$ cat config.mk
export PLATFORM = sky130hd
export DESIGN_NAME = cpu_addr_decode
export DESIGN_NICKNAME = d
export VERILOG_FILES = /design/src/logic/nes_bus_pkg.sv /design/src/logic/cpu_addr_decode.sv
export SDC_FILE = /design/constraint.sdc
export NUM_CORES = 1
export LEC_CHECK = 0
export ABC_AREA = 1
export BUFFER_PORTS_ARGS = -buffer_cell sky130_fd_sc_hd__buf_2
export CAP_MARGIN = 20
export CORE_AREA = 4 4 41 43
export DETAILED_ROUTE_END_ITERATION = 10
export DIE_AREA = 0 0 45 47
export GPL_ROUTABILITY_DRIVEN = 1
export PLACE_DENSITY_LB_ADDON = 0.1
export SKIP_LAST_GASP = 1
export SLEW_MARGIN = 0
export SYNTH_ARGS = -nofsm -noshare
export SYNTH_HDL_FRONTEND = slang
export SYNTH_SLANG_ARGS = --single-unit
$ cat constraint.sdc
create_clock -name vclk -period 0.8
set_input_delay 0.08 -clock vclk [all_inputs]
set_output_delay 0.08 -clock vclk [all_outputs]
set_load 0.02 [all_outputs]
$ cat src/logic/nes_bus_pkg.sv
package nes_bus_pkg;

    // CPU bus widths
    typedef logic [15:0] addr_t;
    typedef logic [7:0]  data_t;

    // Region codes from the address decoder
    typedef logic [1:0] region_t;

    localparam region_t region_ram  = 2'd0;
    localparam region_t region_ppu  = 2'd1;
    localparam region_t region_ctlr = 2'd2;
    localparam region_t region_none = 2'd3;

    // Picture-processor register selects, codes 0 to 7 follow address bits 2:0
    typedef logic [3:0] ppu_sel_t;

    localparam ppu_sel_t ppu_ctrl   = 4'd0;
    localparam ppu_sel_t ppu_mask   = 4'd1;
    localparam ppu_sel_t ppu_status = 4'd2;
    localparam ppu_sel_t oam_addr   = 4'd3;
    localparam ppu_sel_t oam_data   = 4'd4;
    localparam ppu_sel_t ppu_scroll = 4'd5;
    localparam ppu_sel_t ppu_addr   = 4'd6;
    localparam ppu_sel_t ppu_data   = 4'd7;
    // Sprite DMA, write only
    localparam ppu_sel_t oam_dma    = 4'd8;

    // Sprite DMA register address
    localparam addr_t oam_dma_addr = 16'h4014;

    // Serial pad ports
    localparam addr_t ctlr_port1_addr = 16'h4016;
    localparam addr_t ctlr_port2_addr = 16'h4017;

endpackage : nes_bus_pkg

$ cat src/logic/cpu_addr_decode.sv
module cpu_addr_decode (
    input  nes_bus_pkg::addr_t    acc_addr,
    output nes_bus_pkg::region_t  region,
    output nes_bus_pkg::ppu_sel_t ppu_sel
);

    import nes_bus_pkg::*;

    logic ram_mirror;
    logic ppu_mirror;
    logic dma_hit;
    logic ctlr_hit;

    // 0x0000-0x1FFF
    assign ram_mirror = (acc_addr[15:13] == 3'b000);
    // 0x2000-0x3FFF
    assign ppu_mirror = (acc_addr[15:13] == 3'b001);
    assign dma_hit    = (acc_addr == oam_dma_addr);
    assign ctlr_hit   = (acc_addr == ctlr_port1_addr) || (acc_addr == ctlr_port2_addr);

    always_comb begin
        region  = region_none;
        // Register index repeats every 8 bytes
        ppu_sel = ppu_sel_t'({1'b0, acc_addr[2:0]});
        if (ram_mirror) begin
            region = region_ram;
        end else if (ppu_mirror) begin
            region = region_ppu;
        end else if (dma_hit) begin
            region  = region_ppu;
            ppu_sel = oam_dma;
        end else if (ctlr_hit) begin
            region = region_ctlr;
        end
    end

endmodule : cpu_addr_decode

### Word-level counts from Yosys, hierarchy flattened

Cells that the tools add are included.
Widths: inputs -> output; s select.

* register bits after elaboration: 0
* bits of input ports: 16
* output and inout port bits: 6
* word-level logic and storage cells: 13

* eq/ne operators: 4
* muxes and demuxes: 7
* reduce and logical (&&, ||, !) cells: 2

Operators with widths (count)
* $eq 16x15->1 const B: 3
* $mux 4: 3
* $mux 2: 3
* $eq 3x1->1 const B: 1
* $logic_not 3->1: 1
* $logic_or 1x1->1: 1
* $mux 1: 1

### Longest topological paths before layout

Gate-level depths: netlist of the first run.

* word-level depth: 6
* depth in mapped cells: 6
* depth with buffers taken out: 6

### Least setup slack after synthesis of the first run

Ideal clock, no wire load.

* path type: input port to output port
* start: input port acc_addr[8]
* end: output port ppu_sel[3]
* arrival: 630 ps
* slack: 90 ps
* stages: 5
* cell sequence: nor2_1 nand2_1 inv_1 nand2_1 nor3_2

* word-level cells in the longest chain between the ends: 4

Ends and longest elaborated chain
* start, declared: line cpu_addr_decode.sv:2 `input nes_bus_pkg::addr_t acc_addr,`
* $eq 16x15->1: line cpu_addr_decode.sv:18 `assign dma_hit = (acc_addr == oam_dma_addr);`
* $mux 4: line cpu_addr_decode.sv:29 `end else if (dma_hit) begin`
* $mux 4: line cpu_addr_decode.sv:27 `end else if (ppu_mirror) begin`
* $mux 4: line cpu_addr_decode.sv:25 `if (ram_mirror) begin`
* end, declared: line cpu_addr_decode.sv:4 `output nes_bus_pkg::ppu_sel_t ppu_sel`

Every way passes these cells.

### Final worst setup path of the first run

* start: input port acc_addr[0]
* end: output port region[1]

* word-level cells in the longest chain between the ends: 4

Ends and longest elaborated chain
* $eq 16x15->1: line cpu_addr_decode.sv:18
* $mux 2: line cpu_addr_decode.sv:29
* $mux 2: line cpu_addr_decode.sv:27
* $mux 2: line cpu_addr_decode.sv:25
* end, declared: line cpu_addr_decode.sv:3 `output nes_bus_pkg::region_t region,`

Every way passes these cells.

==> flow_metrics.py, run 1 <==
metrics = {
    "setup_path": {
        "setup.worst_path.end_class": "primary output",
        "cp_max_fo": 2,
        "arrival_ps": 750,
        "setup.worst_path.start_class": "primary input",
        "worstSetupPathType": "primary input to primary output",
        "timing.critical_path.required_ps": 720,
    },
    "layout": {
        "drive_gt1_share_pct": 68.66,
        "layout.cells.non_filler": 82,
        "antenna_cells_inserted": 0,
        "finish.utilization_pct": 33.37,
        "flops_and_latches": 0,
        "num-nets-final": 85,
        "regArea_um2": 0,
        "clockBufferCount": 0,
        "synthToLayoutAreaGrowth_pct": 142.7,
    },
    "synth": {
        "synth.top_cell.area_share_pct": 29.37,
        "synth_warnings": 0,
        "synth_most_common_cell": "sky130_fd_sc_hd__nor2_1",
        "synth_area_per_cell_um2": 4.066,
        "synth_top_cells_by_area": "sky130_fd_sc_hd__nor2_1, sky130_fd_sc_hd__inv_1, sky130_fd_sc_hd__nand2_1",
        "yosys.cell_types.count": 9,
        "synthesis.area_um2": 178.9,
        "synth-seq-area-share_pct": 0,
        "ys_top_cells_by_count": "sky130_fd_sc_hd__nor2_1, sky130_fd_sc_hd__inv_1, sky130_fd_sc_hd__nand2_1",
        "cells_after_synth": 44,
        "syn-num-nets": 60,
        "synth_top_cell_by_area": "sky130_fd_sc_hd__nor2_1",
    },
    "sta": {
        "whs_ps": 380.8,
        "grt_setup_unrepaired": "yes",
        "timing.final.max_slew_violations": 0,
        "timing.slew.headroom_pct": 87.79,
        "worst-slew-pin-transition_ps": 182.6,
        "finalWorstSetupSlack_ps": -34.65,
        "timing.final.hold_violations": 0,
        "fin_crit_sh_pct": 104.3,
        "setup_viol": 4,
        "fmax_ghz": 1.198,
        "finalCriticalPeriod_ps": 834.6,
        "tns_ps": -124.5,
    },
    "power_and_ir_drop": {
        "clock_power_share_pct": 0,
        "vdd_drop_max_v": 0.0001402,
        "cell_internal_pwr_w": 0.00009876,
        "static-leakage-power_nw": 0.2276,
        "share_comb_of_total_power_pct": 100.0,
        "switchingPower_w": 0.00008036,
        "seq_power_share_pct": 0,
        "switching_share_pct": 44.86,
        "power-per-cell-area_nw_per_um2": 412.6,
    },
    "floorplan": {
        "initial_utilization_pct": 13.75,
        "core-area_um2": 1301,
        "dieWidth_um": 45,
        "num_rows": 13,
        "ioPinCount": 22,
        "chipHeight_um": 47,
        "die_area_um2": 2115,
    },
    "grt": {
        "grt_pass1_vias": 270,
        "gr-total-overflow": 0,
        "gr-usage-all-layers_pct": 5.507,
        "grt_antenna_before_repair": 0,
        "grt_pass1_wl_um": 945,
        "pin_count_of_the_biggest_net_entering_global_routing": 4,
    },
    "hold_path": {
        "worst_hold_path_type": "primary input to primary output",
        "min_delay_worst_endpoint": "ppu_sel[0]",
        "timing.hold.worst_path_depth": 2,
        "worst_hold_startpoint": "acc_addr[0]",
    },
    "drt": {
        "wl_um": 615,
        "routed-via-count": 295,
        "drt_iter0_drc": 0,
        "drtAntennaViolNets": 0,
        "detailedRoute.firstPassIterationCount": 1,
        "vias_per_cell": 3.598,
        "wl_per_cell_um": 7.500,
        "drcViolationCount": 0,
    },
    "place": {
        "io_buffers": 22,
        "dp_cells": 82,
        "routabilityCongestion": 0.6462,
        "post-place-ws_ps": -61.58,
    },
    "flow_run": {
        "max-cap-violations": 0,
    },
    "clock_tree": {
        "post-cts-setup-buffer-count": 0,
        "ctsHoldBuffers": 0,
    },
    "status": {
        "failing_checks": "setup timing",
        "run_status": "finished with violations",
    },
}
-- logic make-up (layout without fill, tap and decap cells) --
| kind of cell | after synthesis | after routing | share of synthesized area [%] |
|---|---|---|---|
| AOI/OAI and AO/OA | 2 | 2 | 5.595 |
| buffers and inverters | 14 | 37 | 29.37 |
| and+or+nand+nor | 28 | 28 | 65.03 |
-- worst max-delay path by stage --
stage            startpoint  cells past startpoint  slack [ps]          to
6_report        acc_addr[0]                      6         -30   region[1]
5_1_grt         acc_addr[7]                      6        -100   region[1]
4_1_cts         acc_addr[8]                      8         -50   region[0]
3_5_place_dp   acc_addr[11]                      8         -60   region[0]
3_3_place_gp    acc_addr[8]                      8         -70   region[0]
2_1_floorplan   acc_addr[8]                      5          90  ppu_sel[3]
-- per-layer routing --
layer / vias up / GRT usage [%] / share of wire, %
met5: - / 0 / 0
met1: 115 / 6.742 / 42
met4: 0 / 0 / 0
met2: 11 / 10.73 / 48
met3: 0 / 0.7663 / 8.9
li1: 169 / - / -
-- layout by cell type, fill, tap and decap left out, types with 2 or more instances in the layout --
| cell type | n |
|---|---|
| sky130_fd_sc_hd__inv_2 | 6 |
| sky130_fd_sc_hd__nand2_2 | 4 |
| sky130_fd_sc_hd__a21oi_2 | 2 |
| sky130_fd_sc_hd__nor2_4 | 2 |
| sky130_fd_sc_hd__nand2_1 | 6 |
| sky130_fd_sc_hd__inv_1 | 6 |
| sky130_fd_sc_hd__nor2_2 | 6 |
| sky130_fd_sc_hd__buf_2 | 9 |
| sky130_fd_sc_hd__buf_6 | 9 |
| sky130_fd_sc_hd__nor2_1 | 7 |
| sky130_fd_sc_hd__buf_4 | 7 |
-- worst max-delay path: stages --
cell and delay (ps):
sky130_fd_sc_hd__buf_6 90, sky130_fd_sc_hd__nor2_2 80, sky130_fd_sc_hd__nand3_1 140, sky130_fd_sc_hd__nor2_4 140
sky130_fd_sc_hd__a21oi_2 60, sky130_fd_sc_hd__buf_4 150
-- power groups by stage --
| stage | registers [W] | clock network (W) | logic (W) |
|---|---|---|---|
| floorplan | 0 | 0 | 0.0000559 |
| global placement | 0 | 0 | 0.000127 |
| detailed placement | 0 | 0 | 0.000127 |
| CTS | 0 | 0 | 0.000157 |
| global route | 0 | 0 | 0.000199 |
| finish | 0 | 0 | 0.000179 |
-- repair_timing --
item	CTS	global route
resized for setup	15	19
setup endpoints to repair	4	4
pin swaps	3	13
-- per-stage QoR --
stage,area (um2),power (W)
finish,434.2,0.0001791
global route,434.2,0.0001992
CTS,386.6,0.0001571
detailed placement,322.8,0.0001271
global placement,322.8,0.0001273
floorplan,178.9,0.00005586
-- cell type report --
type | count | area (um2)
multi-input cells | 30 | 171.4
well taps | 15 | 18.77
repair buffers | 25 | 198.9
inverters | 12 | 45.04
fillers | 156 | 867.1
(Power assumes the default switching activity.)
==> inputs of run 2 (changes only) <==
==> constraint.sdc (replaced) <==
create_clock -name vclk -period 0.8
set_input_delay 0.04 -clock vclk [all_inputs]
set_output_delay 0.04 -clock vclk [all_outputs]
set_load 0.02 [all_outputs]
==> run 2 against run 1 <==
Against the previous run:
- the run now ends clean
- cell count fell by 2.4%
- wire length fell by 5.4%
- global-route usage fell by 0.24 points
- die area did not move
- critical path depth did not move
- clock-buffer cell count did not move
- final area fell by 8.6%
- combinational power fell by 11%
- largest cell class unchanged
==> flow_metrics.py, run 2 (synthesized netlist as in run 1, its figures left out) <==
metrics = {
    "status": {
        "run_status": "finished clean",
    },
    "flow_run": {
        "max-cap-violations": 0,
    },
    "drt": {
        "drcViolationCount": 0,
        "vias_per_cell": 3.700,
        "drt_iter0_drc": 0,
        "routed-via-count": 296,
        "drtAntennaViolNets": 0,
        "wl_per_cell_um": 7.275,
        "wl_um": 582,
        "detailedRoute.firstPassIterationCount": 1,
    },
    "layout": {
        "mostFrequentLayoutCell": "sky130_fd_sc_hd__buf_2",
        "synthToLayoutAreaGrowth_pct": 121.7,
        "flops_and_latches": 0,
        "most-common-layout-cells": "sky130_fd_sc_hd__buf_2, sky130_fd_sc_hd__nor2_1, sky130_fd_sc_hd__inv_1, sky130_fd_sc_hd__nand2_1",
        "layout.cells.non_filler": 80,
        "fillerInstances": 160,
        "drive_gt1_share_pct": 61.54,
        "postLayoutCellArea_um2": 396.6,
        "regArea_um2": 0,
        "num-nets-final": 83,
        "clockBufferCount": 0,
        "antenna_cells_inserted": 0,
    },
    "setup_path": {
        "arrival_ps": 720,
        "critical_path.top_delay_family": "simple AND/OR/NAND/NOR gates",
        "crit_buf_inv": 2,
        "timing.critical_path.required_ps": 760,
        "crit_path_max_incr_delay_ps": 150,
        "crit_path_top_delay_cell": "sky130_fd_sc_hd__buf_4",
        "setup.worst_path.start_class": "primary input",
        "cp_max_fo": 2,
        "worstSetupPathType": "primary input to primary output",
        "worstPathCellList": "buf_2, nor2_2, nand3_2, nor2_4, a21oi_1, buf_4",
        "setup.worst_path.end_class": "primary output",
    },
    "floorplan": {
        "num_rows": 13,
        "die_area_um2": 2115,
        "ioPinCount": 22,
        "dieWidth_um": 45,
        "initial_utilization_pct": 13.75,
        "core-area_um2": 1301,
        "chipHeight_um": 47,
    },
    "power_and_ir_drop": {
        "fin_total_pwr_w": 0.0001605,
        "vdd_drop_max_v": 0.00009369,
        "power-per-cell-area_nw_per_um2": 404.6,
        "static-leakage-power_nw": 0.2145,
    },
    "sta": {
        "fin_crit_sh_pct": 95.40,
        "setup_viol": 0,
        "whs_ps": 324.1,
        "timing.slew.headroom_pct": 89.77,
        "grt_setup_unrepaired": "yes",
        "timing.final.max_slew_violations": 0,
        "timing.final.hold_violations": 0,
        "worst-slew-pin-transition_ps": 152.3,
        "finalCriticalPeriod_ps": 763.2,
        "fmax_ghz": 1.310,
    },
    "grt": {
        "gr-usage-all-layers_pct": 5.271,
        "gr-total-overflow": 0,
        "grt_antenna_before_repair": 0,
        "global_route.usage.met1_pct": 6.966,
        "pin_count_of_the_biggest_net_entering_global_routing": 5,
        "grt_pass1_wl_um": 897,
        "global_route.peak_usage_layer": "met2",
        "grt_pass1_vias": 247,
        "grt_use_met3_pct": 1.149,
        "gr-usage-met2_pct": 9.322,
    },
    "place": {
        "routabilityCongestion": 0.6219,
        "dp_hpwl_um": 510.2,
        "placedInstanceArea_um2": 300.3,
        "dp_cells": 79,
        "io_buffers": 22,
    },
    "hold_path": {
        "worst_hold_path_type": "primary input to primary output",
    },
    "clock_tree": {
        "ctsHoldBuffers": 0,
    },
}
[run 2: changes by cell type in the layout (fill, tap and decap cells not counted), moves of 2 or more]
cell,before,now
sky130_fd_sc_hd__a21oi_1,0,2
sky130_fd_sc_hd__a21oi_2,2,0
sky130_fd_sc_hd__buf_2,9,12
sky130_fd_sc_hd__buf_4,7,5
sky130_fd_sc_hd__buf_6,9,5
[run 2: cell type report]
cell class                 count  area (um2)  area share, %
tap                           15       18.77          4.732
inverter                      12       45.04          11.36
multi-input combinational     30       163.9          41.32
timing repair buffer          23       168.9          42.59
[run 2: per-stage QoR]
stage | utilization (%) | setup WS (ps) | setup TNS, ps
floorplan | - | 170.1 | 0
global placement | 23.08 | 7.254 | 0
detailed placement | 23.08 | 14.15 | 0
CTS | 23.08 | 9.768 | 0
global route | 30.48 | -32.89 | -64.30
finish | 30.48 | 36.82 | 0
[run 2: repair_timing]
item | 4_1_cts | 5_1_grt
buffers inserted | 0 | 1
resized for setup | 0 | 30
hold endpoints to repair | 0 | 0
setup endpoints to repair | 0 | 4
[run 2: final timing paths]
kind	slack, ps	depth (start not counted)	from	endpoint
max	40	6	acc_addr[0]	region[1]
min	320	2	acc_addr[0]	ppu_sel[0]
[run 2: per-layer routing]
layer	up-vias	routed length (um)
met5	-	0
met3	0	59
met1	118	239
met4	0	0
li1	167	-
met2	11	283
[run 2: power breakdown]
group / leakage, nW / internal, W / switching (W)
Combinational: 0.214 / 0.0000842 / 0.0000763
Sequential: 0 / 0 / 0
Clock: 0 / 0 / 0
==> inputs of run 3 (changes only) <==
--- a/config.mk
+++ b/config.mk
@@ -13,3 +13,3 @@
 export DIE_AREA = 0 0 45 47
-export GPL_ROUTABILITY_DRIVEN = 1
+export GPL_ROUTABILITY_DRIVEN = 0
 export PLACE_DENSITY_LB_ADDON = 0.1
==> constraint.sdc (replaced) <==
create_clock -name vclk -period 0.8
set_input_delay 0.04 -clock vclk [all_inputs]
set_output_delay 0.04 -clock vclk [all_outputs]
set_load 0.005 [all_outputs]
==> run 3 against run 2 <==
Against the previous run:
- hold slack got worse by 49 ps
- utilization shrank 4.1 points
- flip-flop and latch count unchanged
- final area down 14%
- die area stayed put
- fmax rose by 5.2%
- critical path depth increased by 2
- cell count fell by 1.3%
- wire length shrank 4.5%
- clock-buffer cell count unchanged
==> flow_metrics.py, run 3 (synthesized netlist as in run 1, its figures left out) <==
metrics = {
    "sta": {
        "tns_ps": 0,
        "fmax_ghz": 1.378,
        "fin_crit_sh_pct": 90.69,
        "setup_viol": 0,
        "timing.slew.headroom_pct": 89.97,
        "finalCriticalPeriod_ps": 725.5,
        "grt_setup_unrepaired": "yes",
        "timing.final.hold_violations": 0,
        "timing.final.max_slew_violations": 0,
        "worst-slew-pin-transition_ps": 149.3,
    },
    "drt": {
        "drtAntennaViolNets": 0,
        "wl_per_cell_um": 7.038,
        "routed-via-count": 287,
        "detailedRoute.firstPassIterationCount": 4,
        "drcViolationCount": 0,
        "vias_per_cell": 3.633,
        "wl_um": 556,
        "drt_iter0_drc": 2,
    },
    "grt": {
        "pin_count_of_the_biggest_net_entering_global_routing": 5,
        "grt_antenna_before_repair": 0,
        "gr-usage-all-layers_pct": 5.193,
        "gr-total-overflow": 0,
        "grt_pass1_vias": 249,
        "grt_pass1_wl_um": 897,
    },
    "layout": {
        "clockBufferCount": 0,
        "drive_gt1_share_pct": 54.69,
        "synthToLayoutAreaGrowth_pct": 91.61,
        "mostFrequentLayoutCell": "sky130_fd_sc_hd__buf_2",
        "postLayoutCellArea_um2": 342.8,
        "antenna_cells_inserted": 0,
        "most-common-layout-cells": "sky130_fd_sc_hd__buf_2, sky130_fd_sc_hd__inv_1, sky130_fd_sc_hd__nor2_1, sky130_fd_sc_hd__nand2_1, sky130_fd_sc_hd__nor2_2",
        "regArea_um2": 0,
        "fillerInstances": 161,
        "num-nets-final": 82,
        "flops_and_latches": 0,
    },
    "place": {
        "placedInstanceArea_um2": 300.3,
        "io_buffers": 22,
        "dp_hpwl_um": 504.7,
    },
    "setup_path": {
        "worstSetupPathType": "primary input to primary output",
        "setup.worst_path.start_class": "primary input",
        "critical_path.endpoint": "region[0]",
        "arrival_ps": 690,
        "setup.worst_path.end_class": "primary output",
        "crit_start": "acc_addr[10]",
        "timing.critical_path.required_ps": 760,
        "cp_max_fo": 2,
    },
    "power_and_ir_drop": {
        "static-leakage-power_nw": 0.1986,
        "power-per-cell-area_nw_per_um2": 343.4,
        "vdd_drop_max_v": 0.00006976,
    },
    "floorplan": {
        "chipHeight_um": 47,
        "core-area_um2": 1301,
        "die_area_um2": 2115,
        "initial_utilization_pct": 13.75,
        "num_rows": 13,
        "ioPinCount": 22,
        "dieWidth_um": 45,
    },
    "flow_run": {
        "max-cap-violations": 0,
    },
    "hold_path": {
        "worst_hold_path_type": "primary input to primary output",
    },
    "clock_tree": {
        "ctsHoldBuffers": 0,
        "post-cts-setup-buffer-count": 0,
    },
    "status": {
        "run_status": "finished clean",
    },
}
run 3: changes by cell type in the layout (fill, tap and decap cells not counted), sizes merged:
cell  delta
buf      -1
run 3: layout make-up:
type / count / area (um2) / share of cell area, %
Inverter: 12 / 45.04 / 13.14
Multi-Input combinational cell: 30 / 156.4 / 45.62
Tap cell: 15 / 18.77 / 5.474
Timing Repair Buffer: 22 / 122.6 / 35.77
run 3: stage by stage:
stage / total power (W) / std cells / hold slack [ps] / utilization [%] / setup slack [ps]
2_1_floorplan: 0.00004142 / 44 / 147.5 / - / 328.2
3_3_place_gp: 0.0001010 / 79 / 264.0 / 23.08 / 40.26
3_5_place_dp: 0.0001014 / 79 / 263.2 / 23.08 / 47.39
4_1_cts: 0.0001019 / 79 / 263.6 / 23.08 / 41.75
5_1_grt: 0.0001366 / 79 / 288.4 / 26.35 / -8.129
6_report: 0.0001177 / 79 / 275.0 / 26.35 / 74.46
run 3: timing repair:
item	in CTS	in global routing
resized for setup	0	15
setup endpoints to repair	0	4
endpoints found under the hold margin	0	0
run 3: worst min-delay path by stage:
stage | from | to | cells past startpoint
after floorplan | acc_addr[2] | ppu_sel[2] | 2
after global placement | acc_addr[0] | ppu_sel[0] | 2
after detailed placement | acc_addr[0] | ppu_sel[0] | 2
after CTS | acc_addr[0] | ppu_sel[0] | 2
after global routing | acc_addr[0] | ppu_sel[0] | 2
final | acc_addr[0] | ppu_sel[0] | 2
run 3: worst max-delay path, cell delays in order:
cell	delay, ps
sky130_fd_sc_hd__buf_6	90
sky130_fd_sc_hd__nor2_2	110
sky130_fd_sc_hd__nand2_2	80
sky130_fd_sc_hd__inv_2	50
sky130_fd_sc_hd__nand2_2	60
sky130_fd_sc_hd__nor2_2	100
sky130_fd_sc_hd__nor2_1	50
sky130_fd_sc_hd__buf_2	120
run 3: where the power goes:
part | leakage [nW] | internal, W | switching (W) | total (W)
Sequential | 0 | 0 | 0 | 0
Combinational | 0.199 | 0.0000609 | 0.0000569 | 0.000118
Clock | 0 | 0 | 0 | 0
run 3: metal layers:
layer	up-vias	wire (um)	global-route usage, %
met5	-	0	0
met4	0	0	0
met3	0	56	0.3831
met2	11	262	9.040
met1	111	237	7.416
li1	165	-	-
